**src/verilog/life_pkg.sv**
```systemverilog
// world dimensions, vector typedefs and FSM state encodings
// shared by the Life simulator RTL and testbench
package life_pkg;

    // world geometry
    localparam int WORLD_WIDTH = 6;
    localparam int WORLD_HEIGHT = 6;
    localparam int CELL_COUNT = WORLD_WIDTH * WORLD_HEIGHT;
    localparam int ADDRW = $clog2(CELL_COUNT);

    // every cell has eight neighbours, so a live count can reach 8
    localparam int NEIGHBOURS_COUNT = 8;

    // width of a requested generation count
    localparam int GEN_W = 8;

    // linear cell index, row * WORLD_WIDTH + column
    typedef logic [ADDRW-1:0] cell_addr_t;

    // live neighbour count, 0 to 8
    typedef logic [$clog2(NEIGHBOURS_COUNT + 1)-1:0] ncount_t;

    // neighbour position, 0 to 7
    typedef logic [$clog2(NEIGHBOURS_COUNT)-1:0] npos_t;

    typedef logic [GEN_W-1:0] gen_count_t;

    // update engine states
    typedef enum logic [2:0] {
        IDLE,
        NEXT_CELL,
        NEIGHBOURS,
        CURRENT_CELL,
        UPDATE_CELL
    } engine_state_t;

    // generation controller states, prefixed to keep clear of the engine literals
    typedef enum logic [1:0] {
        CTRL_IDLE,
        CTRL_LAUNCH,
        CTRL_WAIT_DONE,
        CTRL_SWAP
    } ctrl_state_t;

endpackage
```
**src/verilog/life_sim.sv**
```systemverilog
// Life simulator top level
// connects the cell buffer, update engine and generation controller
module life_sim (
    input  logic                 clk,
    input  logic                 rst,
    input  logic                 start,
    input  life_pkg::gen_count_t generations,
    input  logic                 run,
    input  logic                 load_we,
    input  life_pkg::cell_addr_t load_id,
    input  logic                 load_status,
    input  life_pkg::cell_addr_t peek_id,
    output logic                 peek_status,
    output logic                 busy,
    output logic                 finished
);

    life_pkg::cell_addr_t id;
    logic                 r_status;
    logic                 w_status;
    logic                 we;
    logic                 engine_start;
    logic                 engine_done;
    logic                 swap;

    // host loads only land while no generation is running
    world_buffer u_buffer (
        .clk(clk), .rst(rst),
        .rd_id(id), .rd_status(r_status),
        .wr_en(we), .wr_id(id), .wr_status(w_status),
        .load_we(load_we & ~busy), .load_id(load_id), .load_status(load_status),
        .peek_id(peek_id), .peek_status(peek_status),
        .swap(swap)
    );

    life_engine u_engine (
        .clk(clk), .rst(rst), .start(engine_start), .run(run),
        .id(id), .r_status(r_status), .w_status(w_status), .we(we), .done(engine_done)
    );

    generation_control u_control (
        .clk(clk), .rst(rst), .start(start), .generations(generations),
        .engine_start(engine_start), .engine_done(engine_done),
        .swap(swap), .busy(busy), .finished(finished)
    );

endmodule

```
**src/verilog/generation_control.sv**
```systemverilog
// generation sequencer
// launches the engine once per generation and swaps banks in between
module generation_control (
    input  logic                 clk,
    input  logic                 rst,
    input  logic                 start,
    input  life_pkg::gen_count_t generations,
    output logic                 engine_start,
    input  logic                 engine_done,
    output logic                 swap,
    output logic                 busy,
    output logic                 finished
);

    life_pkg::ctrl_state_t state;

    // generations still to run, including the one in progress
    life_pkg::gen_count_t gens_left;

    assign engine_start = (state == life_pkg::CTRL_LAUNCH);
    assign swap = (state == life_pkg::CTRL_SWAP);
    assign busy = (state != life_pkg::CTRL_IDLE);

    always_ff @(posedge clk) begin
        if (rst) begin
            state <= life_pkg::CTRL_IDLE;
            gens_left <= '0;
            finished <= 1'b0;
        end else begin
            finished <= 1'b0;
            case (state)
                life_pkg::CTRL_IDLE: begin
                    // start is only looked at here, so a start while busy is dropped
                    if (start) begin
                        if (generations == '0) begin
                            finished <= 1'b1;
                        end else begin
                            gens_left <= generations;
                            state <= life_pkg::CTRL_LAUNCH;
                        end
                    end
                end
                life_pkg::CTRL_LAUNCH: begin
                    state <= life_pkg::CTRL_WAIT_DONE;
                end
                life_pkg::CTRL_WAIT_DONE: begin
                    if (engine_done) begin
                        gens_left <= gens_left - 1'b1;
                        state <= life_pkg::CTRL_SWAP;
                    end
                end
                life_pkg::CTRL_SWAP: begin
                    // back bank becomes front at this edge
                    if (gens_left == '0) begin
                        finished <= 1'b1;
                        state <= life_pkg::CTRL_IDLE;
                    end else begin
                        state <= life_pkg::CTRL_LAUNCH;
                    end
                end
                default: state <= life_pkg::CTRL_IDLE;
            endcase
        end
    end

endmodule

```
**src/verilog/life_engine.sv**
```systemverilog
// cell-serial Life update engine
// walks every cell, counts live neighbours and writes the next state
module life_engine (
    input  logic                 clk,
    input  logic                 rst,
    input  logic                 start,
    input  logic                 run,
    output life_pkg::cell_addr_t id,
    input  logic                 r_status,
    output logic                 w_status,
    output logic                 we,
    output logic                 done
);

    life_pkg::engine_state_t state;
    life_pkg::engine_state_t state_next;

    // current cell and neighbour position
    life_pkg::cell_addr_t cid;
    life_pkg::npos_t      npos;
    life_pkg::ncount_t    live_count;

    // wrapped neighbour address
    life_pkg::cell_addr_t nid;
    int                   nbr_offset;
    int                   nbr_sum;

    logic last_cell;
    logic last_npos;

    assign last_cell = (cid == life_pkg::cell_addr_t'(life_pkg::CELL_COUNT - 1));
    assign last_npos = (npos == life_pkg::npos_t'(life_pkg::NEIGHBOURS_COUNT - 1));

    always_comb begin
        state_next = state;
        case (state)
            life_pkg::IDLE: begin
                if (start && !done) begin
                    state_next = life_pkg::NEXT_CELL;
                end
            end
            life_pkg::NEXT_CELL: begin
                // run low parks the engine here between cells
                if (done) begin
                    state_next = life_pkg::IDLE;
                end else if (run) begin
                    state_next = life_pkg::NEIGHBOURS;
                end
            end
            life_pkg::NEIGHBOURS: begin
                if (last_npos) begin
                    state_next = life_pkg::CURRENT_CELL;
                end
            end
            life_pkg::CURRENT_CELL: state_next = life_pkg::UPDATE_CELL;
            life_pkg::UPDATE_CELL: state_next = life_pkg::NEXT_CELL;
            default: state_next = life_pkg::IDLE;
        endcase
    end

    // neighbour offsets are linear, wrapped modulo CELL_COUNT
    always_comb begin
        case (npos)
            3'd0: nbr_offset = -(life_pkg::WORLD_WIDTH + 1);
            3'd1: nbr_offset = -life_pkg::WORLD_WIDTH;
            3'd2: nbr_offset = -(life_pkg::WORLD_WIDTH - 1);
            3'd3: nbr_offset = -1;
            3'd4: nbr_offset = 1;
            3'd5: nbr_offset = life_pkg::WORLD_WIDTH - 1;
            3'd6: nbr_offset = life_pkg::WORLD_WIDTH;
            default: nbr_offset = life_pkg::WORLD_WIDTH + 1;
        endcase
        nbr_sum = int'(cid) + nbr_offset;
        if (nbr_sum < 0) begin
            nbr_sum = nbr_sum + life_pkg::CELL_COUNT;
        end else if (nbr_sum >= life_pkg::CELL_COUNT) begin
            nbr_sum = nbr_sum - life_pkg::CELL_COUNT;
        end
        nid = life_pkg::cell_addr_t'(nbr_sum);
    end

    // neighbours first, then the cell itself; the write reuses the cell address
    assign id = (state == life_pkg::NEIGHBOURS) ? nid : cid;
    assign we = (state == life_pkg::UPDATE_CELL);

    // in UPDATE_CELL r_status is the cell's own current state
    assign w_status = r_status ? (live_count == 4'd2 || live_count == 4'd3)
                               : (live_count == 4'd3);

    always_ff @(posedge clk) begin
        if (rst) begin
            state <= life_pkg::IDLE;
            cid <= '0;
            npos <= '0;
            live_count <= '0;
            done <= 1'b0;
        end else begin
            state <= state_next;
            case (state)
                life_pkg::IDLE: begin
                    cid <= '0;
                    npos <= '0;
                    live_count <= '0;
                    done <= 1'b0;
                end
                life_pkg::NEIGHBOURS: begin
                    npos <= npos + 1'b1;
                    // read data trails the address by one cycle
                    if (npos != 3'd0) begin
                        live_count <= live_count + life_pkg::ncount_t'(r_status);
                    end
                end
                life_pkg::CURRENT_CELL: begin
                    // last neighbour arrives here
                    live_count <= live_count + life_pkg::ncount_t'(r_status);
                end
                life_pkg::UPDATE_CELL: begin
                    live_count <= '0;
                    if (last_cell) begin
                        cid <= '0;
                        done <= 1'b1;
                    end else begin
                        cid <= cid + 1'b1;
                    end
                end
                default: begin
                end
            endcase
        end
    end

endmodule

```
**src/verilog/world_buffer.sv**
```systemverilog
// two-bank single-bit cell memory
// engine reads and host peeks from the front bank, engine writes to the back bank
module world_buffer (
    input  logic                 clk,
    input  logic                 rst,
    input  life_pkg::cell_addr_t rd_id,
    output logic                 rd_status,
    input  logic                 wr_en,
    input  life_pkg::cell_addr_t wr_id,
    input  logic                 wr_status,
    input  logic                 load_we,
    input  life_pkg::cell_addr_t load_id,
    input  logic                 load_status,
    input  life_pkg::cell_addr_t peek_id,
    output logic                 peek_status,
    input  logic                 swap
);

    // bank[front] holds the current generation
    logic [life_pkg::CELL_COUNT-1:0] bank [2];
    logic                            front;

    // front select flips once per finished generation
    always_ff @(posedge clk) begin
        if (rst) begin
            front <= 1'b0;
        end else if (swap) begin
            front <= ~front;
        end
    end

    // next generation goes into the back bank
    always_ff @(posedge clk) begin
        if (wr_en) begin
            bank[~front][wr_id] <= wr_status;
        end
    end

    // seed pattern goes straight into the front bank
    always_ff @(posedge clk) begin
        if (load_we) begin
            bank[front][load_id] <= load_status;
        end
    end

    // registered reads, one cycle of latency on both ports
    always_ff @(posedge clk) begin
        rd_status <= bank[front][rd_id];
        peek_status <= bank[front][peek_id];
    end

endmodule

```
**config.mk**
```make
export PLATFORM = sky130hd
export DESIGN_NAME = life_sim
export DESIGN_NICKNAME = d
export VERILOG_FILES = /design/src/verilog/life_pkg.sv /design/src/verilog/life_sim.sv /design/src/verilog/generation_control.sv /design/src/verilog/life_engine.sv /design/src/verilog/world_buffer.sv
export SDC_FILE = /design/constraint.sdc
export NUM_CORES = 1
export LEC_CHECK = 0
export BUFFER_PORTS_ARGS = -buffer_cell sky130_fd_sc_hd__clkbuf_2
export CORE_ASPECT_RATIO = 0.6
export CORE_MARGIN = 2
export CORE_UTILIZATION = 55
export DETAILED_ROUTE_END_ITERATION = 6
export PLACE_DENSITY = 0.79
export SETUP_SLACK_MARGIN = 0.1
export SYNTH_ARGS = -nofsm -noshare
export SYNTH_HDL_FRONTEND = slang
export SYNTH_HIERARCHICAL = 1
export SYNTH_SLANG_ARGS = --single-unit
```
**constraint.sdc**
```tcl
create_clock -name clk -period 4.75 [get_ports clk]
set_input_delay 0.475 -clock clk [delete_from_list [all_inputs] [get_ports clk]]
set_output_delay 0.475 -clock clk [all_outputs]
set_load 0.01 [all_outputs]
```
### After elaboration in Yosys (flattened, before gate mapping)

Memories as Yosys holds them, arrays and structs flattened. A register that Yosys moved wholly into a read port is not among the register bits.
Cells that the tools add are included.

* bits in registers: 31
* RAM bits: 72
* bits of input ports: 26
* output and inout bits: 3
* word-level logic and storage cells: 120
* memories kept: 1

Memories
* u_buffer.bank: words 2, bits a word 36, read ports 1, clocked after Yosys merged registers in 1, wr ports 2, line world_buffer.sv:20 `logic [life_pkg::CELL_COUNT-1:0] bank [2];`

* $add $sub $neg: 7
* $lt $le $gt $ge: 7
* equal/unequal tests: 25
* muxes and demuxes: 44
* bitwise gates (word level): 3
* reductions and logical operators: 22

Operators with widths (count)
* case mux 32 bit (7 select lines): 1
* 2-to-1 mux 36 bit: 2
* adder 7 x 32 -> 32 bit: 1
* >= comparator 32 x 7 -> 1 bit, second input constant: 1
* less-than comparator 32 x 1 -> 1 bit, second input constant: 1
* 2-to-1 mux 6 bit: 4
* 2-to-1 mux 8 bit: 3
* less-than comparator 6 x 7 -> 1 bit, second input constant: 3
* zero test 8 bit: 2
* case mux 8 bit (2 select lines): 1
* equality test 3 bit, second input constant: 5
* case mux 3 bit (5 select lines): 1
* 2-to-1 mux 1 bit: 14
* binary-select mux 1 bit (select 6 bit): 2
* demux 1 bit (select 6 bit): 2
* equality test 3 x 2 -> 1 bit, second input constant: 4
* >= comparator 6 x 1 -> 1 bit, second input constant: 2
* 2-to-1 mux 3 bit: 4
* case mux 4 bit (3 select lines): 1
* case mux 6 bit (2 select lines): 1
* equality test 4 x 2 -> 1 bit, second input constant: 2
* != test 2 bit, second input constant: 4
* case mux 2 bit (4 select lines): 1
* nonzero test 2 bit: 4
* 28 further kinds: 42

### Longest topological paths before layout

* depth in word-level cells: 12
* mapped depth: 26
* gate-level depth less buffers: 26

### Cells and area by module

Netlist, hierarchy kept.

Modules (own cells, without submodules)
* world_buffer: instances 1, cells each 533, area each 5666.7 um2, sequential area each 2242.2 um2
* life_engine: instances 1, cells each 214, area each 1701.6 um2, sequential area each 340.3 um2
* generation_control: instances 1, cells each 101, area each 787.0 um2, sequential area each 220.2 um2
* life_sim: instances 1, cells each 1, area each 13.8 um2, sequential area each 0.0 um2

### Worst setup path after synthesis

OpenSTA, ideal clock, no wires.

* path type: reg2reg
* start: register u_engine.npos[2]
* end: memory u_buffer/bank[0][28] in the netlist's numbering (enable)
* setup time: 0.312 ns
* data arrival time: 4.735 ns
* data required time: 4.438 ns
* path slack: -0.297 ns
* stages on the path, launching flop included: 23
* path buffers: 2
* period minus slack after synthesis: 5.047 ns
* cells stage by stage: dfxtp_1 > inv_1 > ha_1 > or3_1 > ha_1 > fa_1 > nand3_1 > nand2_1 > a21oi_1 > nor2_1 > o21ai_0 > ha_1 > nand4b_1 > nor3b_1 > nand4_1 > a31oi_1 > and3_4 > xnor2_1 > a21oi_1 > clkbuf_1 > or3b_2 > buf_1 > o22ai_1

RTL lines
* start, declared: line life_engine.sv:20 `life_pkg::npos_t npos;`
* start signal, assigned: line life_engine.sv:107 `npos <= npos + 1'b1;`
* end, declared: line world_buffer.sv:20

### Worst setup path in the final report

* start: register u_engine.npos[1]
* end: register u_buffer.rd_status

* cells in the longest elaborated chain, start to end: 9
* elaborated cells on any way between the ends: 18
* those cells by class: 3 x add/sub; 2 x order compare; 6 x eq/ne; 6 x mux; 1 x reduce/logical

Ends and longest elaborated chain
* equality test 3 bit, or another cell as far along: line life_engine.sv:63 `case (npos)`
* case mux 32 bit (7 select lines) (*): line life_engine.sv:63
* adder 7 x 32 -> 32 bit (*): line life_engine.sv:73 `nbr_sum = int'(cid) + nbr_offset;`
* >= comparator 32 x 7 -> 1 bit or subtractor 6 bit (tied branches): line life_engine.sv:76, life_engine.sv:77
* 2-to-1 mux 6 bit: line life_engine.sv:76 `end else if (nbr_sum >= life_pkg::CELL_COUNT) begin`
* 2-to-1 mux 6 bit (*): line life_engine.sv:74 `if (nbr_sum < 0) begin`
* 2-to-1 mux 6 bit (*): line life_engine.sv:83 `assign id = (state == life_pkg::NEIGHBOURS) ? nid : cid;`
* net id[2]: line life_sim.sv:18 `life_pkg::cell_addr_t id;`
* binary-select mux 1 bit (select 6 bit) (*): line world_buffer.sv:48 `rd_status <= bank[front][rd_id];`
* 2-to-1 mux 1 bit (not written as such) (*): line world_buffer.sv:48
* end signal, assigned: line world_buffer.sv:48
* end, declared: line world_buffer.sv:7 `output logic rd_status,`

The timed path passes the listed nets; every way through them passes the cells marked *. The select of a mux whose other input is x is not followed.
A chain may end at the register's enable or synchronous reset.

==> summary.md <==
| Metric | Value |
|---|---|
| Outcome | `complete, but fails checks` |
| Failing checks | `negative setup slack` |
| Main combinational cell family by area after synthesis | `multiplexers` |
| Clk pin slew, worst setup/hold paths | `0.08 ns` |
| Hold_buf cts | `0` |
| Fin. max-slew vios | `0` |
| Layout cells sized above 1 | `37.2%` |
| Synthesized area per cell | `between 9 and 10 um2` |
| Final #Nets | `about 940` |
| Total gr overflow | `0` |
| Clk_lat worst skew | `0.36 ns` |
| Die area | `15900 um2` |
| Top-count cell post-synth | `nor2_1` |
| Period utilisation layout | `101%` |
| Die Y | `a little under 100 um` |
| Core area | `~15000 um2` |
| Synth Area in Simple Gates | `a little under a fifth` |
| Remaining DRCs | `0` |
| Tightest Pin Transition | `roughly 1.1 ns` |
| Post-Synth Adder-Cell Area | `5.91%` |
| Post-synth EDFFs | `approximately 70` |
| Area of the multi-input gates | `~5700 um2` |
| CTS tree | `built` |
| Largest cells by area after synthesis | `edfxtp_1, mux2_2, dfxtp_1` |
| FF+latch count, synth | `around 100` |
| Vias in the first global route | `roughly 6500` |
| Setup WS pre-CTS | `-0.112 ns` |
| CP endpoint kind | `flop` |
| FP Rows | `34` |
| Total track usage | `between 20% and 30%` |
| Initial antenna violation count | `0` |
| Compound-Gate Fraction of Synth Area | `between 10 and 15%` |
| Antenna diodes | `0` |
| Sink Count | `around 100` |
| Max frequency | `208 MHz` |
| Antenna viol nets, final | `0` |
| Post-synthesis xor/xnor area fraction | `less than 1%` |
| Peak VDD IR | `slightly below 0.2 mV` |
| Async set-reset flop share out of synthesis | `0%` |
| Max_slew headroom | `around 30%` |
| Via count | `roughly 7200` |
| Final setup violating endpoints | `31` |
| DRT iter0 DRCs | `approximately 860` |
| Reg area | `2810 um2` |
| LEAKAGE | `between 3 and 4 nW` |
| Min cycle time layout | `4.81 ns` |
| CP Launch Type | `flop` |
| Mux contribution to synthesized area | `21.5%` |
| Chip width | `between 150 and 200 um` |
| First-pass DRT Iterations | `5` |
| PortBufs | `28` |
| Critical path data arrival time | `5.09 ns` |
| I/O Pins | `29` |
| Worst min path class | `in -> reg` |
| Largest net degree at the start of global routing | `73` |
| Final wirelength | `approximately 23 mm` |
| Area grow syn2layout | `18.8%` |
| CP max FO | `6` |
| RSZ-0062 raised after global routing | `true` |
| CP Class | `reg -> reg` |
| Final hold vios | `0` |
| Min setup slack post-route | `-0.0641 ns` |
| Clock root buffer | `clkbuf_16` |
| Final Util | `66.9%` |
| TritonCTS Buffers | `9` |
| CTS HTree Levels | `3` |
| Synth unique cells | `74` |
| Top_reg_cell synth | `edfxtp_1` |
| Avg Vias per Cell | `6.71` |
| Sequential cell area fraction in the yosys report | `between 30% and 40%` |
| Cell count after synthesis | `approximately 850` |
| Top post-synthesis cells by count | `nor2_1, mux2_2, edfxtp_1` |
| Avg WL per Cell | `~22 um` |
| First-pass GRT wire length | `between 30 and 40 mm` |
| Post-Syn Area | `~8200 um2` |
| DP HPWL | `15.3 mm` |
| Max-cap viol count | `0` |
| Clk buf depth | `2` |
| Power Dens Cells | `around 280 nW/um2` |
| Fill cell count | `~1100` |
| Initial Utilization | `a little under three fifths` |
| YS warnings | `6` |
| Synth top area share | `between 20% and 30%` |
| Area leader, netlist | `edfxtp_1` |
| RePlAce Congestion | `a little under 1` |
| Slack of the worst reg-to-reg path | `-0.06 ns` |
| Post-Syn Nets | `about 900` |
| Critical Path RT | `approximately 5 ns` |
| Post-Route Skew | `roughly 0.016 ns` |
==> final timing paths <==
path                                  startpoint                                  end  cells after the start
max                u_engine/npos[1]$_SDFFE_PP0P_           u_buffer/rd_status$_DFF_P_                     26
min                                   peek_id[3]         u_buffer/peek_status$_DFF_P_                      2
max reg2reg        u_engine/npos[1]$_SDFFE_PP0P_           u_buffer/rd_status$_DFF_P_                     26
min reg2reg  u_control/gens_left[7]$_SDFFE_PP0P_  u_control/gens_left[7]$_SDFFE_PP0P_                      2
==> sequential cells by signal, indices dropped and copies added, names as in the netlist, named ones only <==
name / flops
u_engine/live_count: 4
u_buffer/bank: 72
u_buffer/front: 1
u_engine/state: 3
u_control/gens_left: 8
u_control/state: 2
u_engine/cid: 6
u_control/finished: 1
u_buffer/rd_status: 1
u_buffer/peek_status: 1
u_engine/done: 1
u_engine/npos: 3
==> report_power, final <==
| part | switching, mW | internal, mW |
|---|---|---|
| clock | 0.343 | 0.358 |
| sequential | 0.0688 | 1.01 |
| combinational | 0.551 | 0.382 |
==> cell type report <==
type,count,area share [%]
well taps,198,2.55
repair buffers,79,6.19
inverters,24,0.980
flip-flops and latches,104,29.0
clock inverters,6,0.451
multi-input cells,659,58.5
clock buffers,10,2.36
==> logic make-up after synthesis <==
group                      Yosys count
AOI/OAI and AO/OA                  182
and+or+nand+nor                    296
buffers and inverters               86
DFF                                104
muxes                              134
adders and majority gates           38
xor gates and xnor gates             9
==> critical path, stage by stage (launching register included) <==
cell and delay, ns:
dfxtp_4 0.37, inv_4 0.05, ha_4 0.16, nor3_2 0.15
a21oi_1 0.06, or3_4 0.41, ha_4 0.18, fa_2 0.36
nand3_2 0.08, nand2_2 0.07, a21oi_4 0.20, nor2_4 0.06
o21ai_2 0.16, ha_1 0.16, nand4b_1 0.11, nor3b_2 0.17
nand4_1 0.12, a31oi_2 0.19, and3_4 0.24, buf_4 0.12
xnor2_2 0.07, a21oi_4 0.26, buf_6 0.16, a211oi_1 0.05
a211oi_1 0.42, a21oi_1 0.16, o2bb2ai_2 0.17
==> timing repair <==
| action | in CTS | in global routing |
|---|---|---|
| endpoints found under the setup margin | 73 | 73 |
| gates resized for setup | 50 | 112 |
| hold endpoints to repair | 0 | 0 |
| setup buffers | 7 | 8 |
| pin swaps | 15 | 39 |
| gates cloned | 0 | 1 |
==> per-layer routing <==
metal / vias to the layer above / GRT usage, % / wire (um)
met3: 28 / 8.45 / 2690
met5: - / 3.94 / 82
met2: 391 / 39.1 / 10000
met1: 3549 / 42.9 / 10300
met4: 2 / 4.46 / 284
li1: 3277 / - / -
==> through the flow <==
stage / hold WS [ns] / power, mW / cells / setup TNS [ns] / instance area (um2)
2_1_floorplan: 0.439 / 1.70 / 849 / 0 / 8220
3_3_place_gp: 0.455 / 1.89 / 1048 / 0 / 8580
3_5_place_dp: 0.458 / 1.90 / 1048 / -2.51 / 8580
4_1_cts: 0.315 / 2.62 / 1071 / 0 / 9090
5_1_grt: 0.344 / 2.83 / 1080 / -16.58 / 9700
6_report: 0.332 / 2.71 / 1080 / -0.868 / 9700
==> layout by cell type (no fill, tap or decap), types with 4 or more instances in the layout <==
master | netlist | final
o22ai_2 | 0 | 36
mux4_2 | 21 | 21
nand3b_1 | 13 | 13
or2_2 | 6 | 6
nor3_1 | 16 | 15
mux2i_1 | 29 | 29
clkbuf_2 | 0 | 28
clkbuf_16 | 0 | 10
a22oi_1 | 5 | 5
xor2_1 | 5 | 5
mux2_2 | 80 | 80
buf_6 | 3 | 14
o32ai_1 | 7 | 7
nor2_1 | 96 | 92
buf_4 | 5 | 35
nand3_4 | 0 | 4
a21o_1 | 4 | 4
nor3b_1 | 8 | 5
nand3_2 | 0 | 5
o21ai_0 | 41 | 15
edfxtp_1 | 72 | 72
nand2b_1 | 11 | 10
o21ai_1 | 0 | 8
nand2_1 | 61 | 54
a21oi_4 | 1 | 4
ha_4 | 0 | 4
dfxtp_1 | 32 | 30
ha_1 | 37 | 31
a31oi_1 | 12 | 9
nand3_1 | 27 | 18
a21oi_1 | 34 | 31
nand4_1 | 7 | 7
nand2_4 | 0 | 4
inv_1 | 23 | 19
o22ai_1 | 51 | 13
nor2b_1 | 14 | 12
a211oi_1 | 6 | 6
o21ai_2 | 0 | 17
No activity file was read; power rests on OpenSTA's default activity.
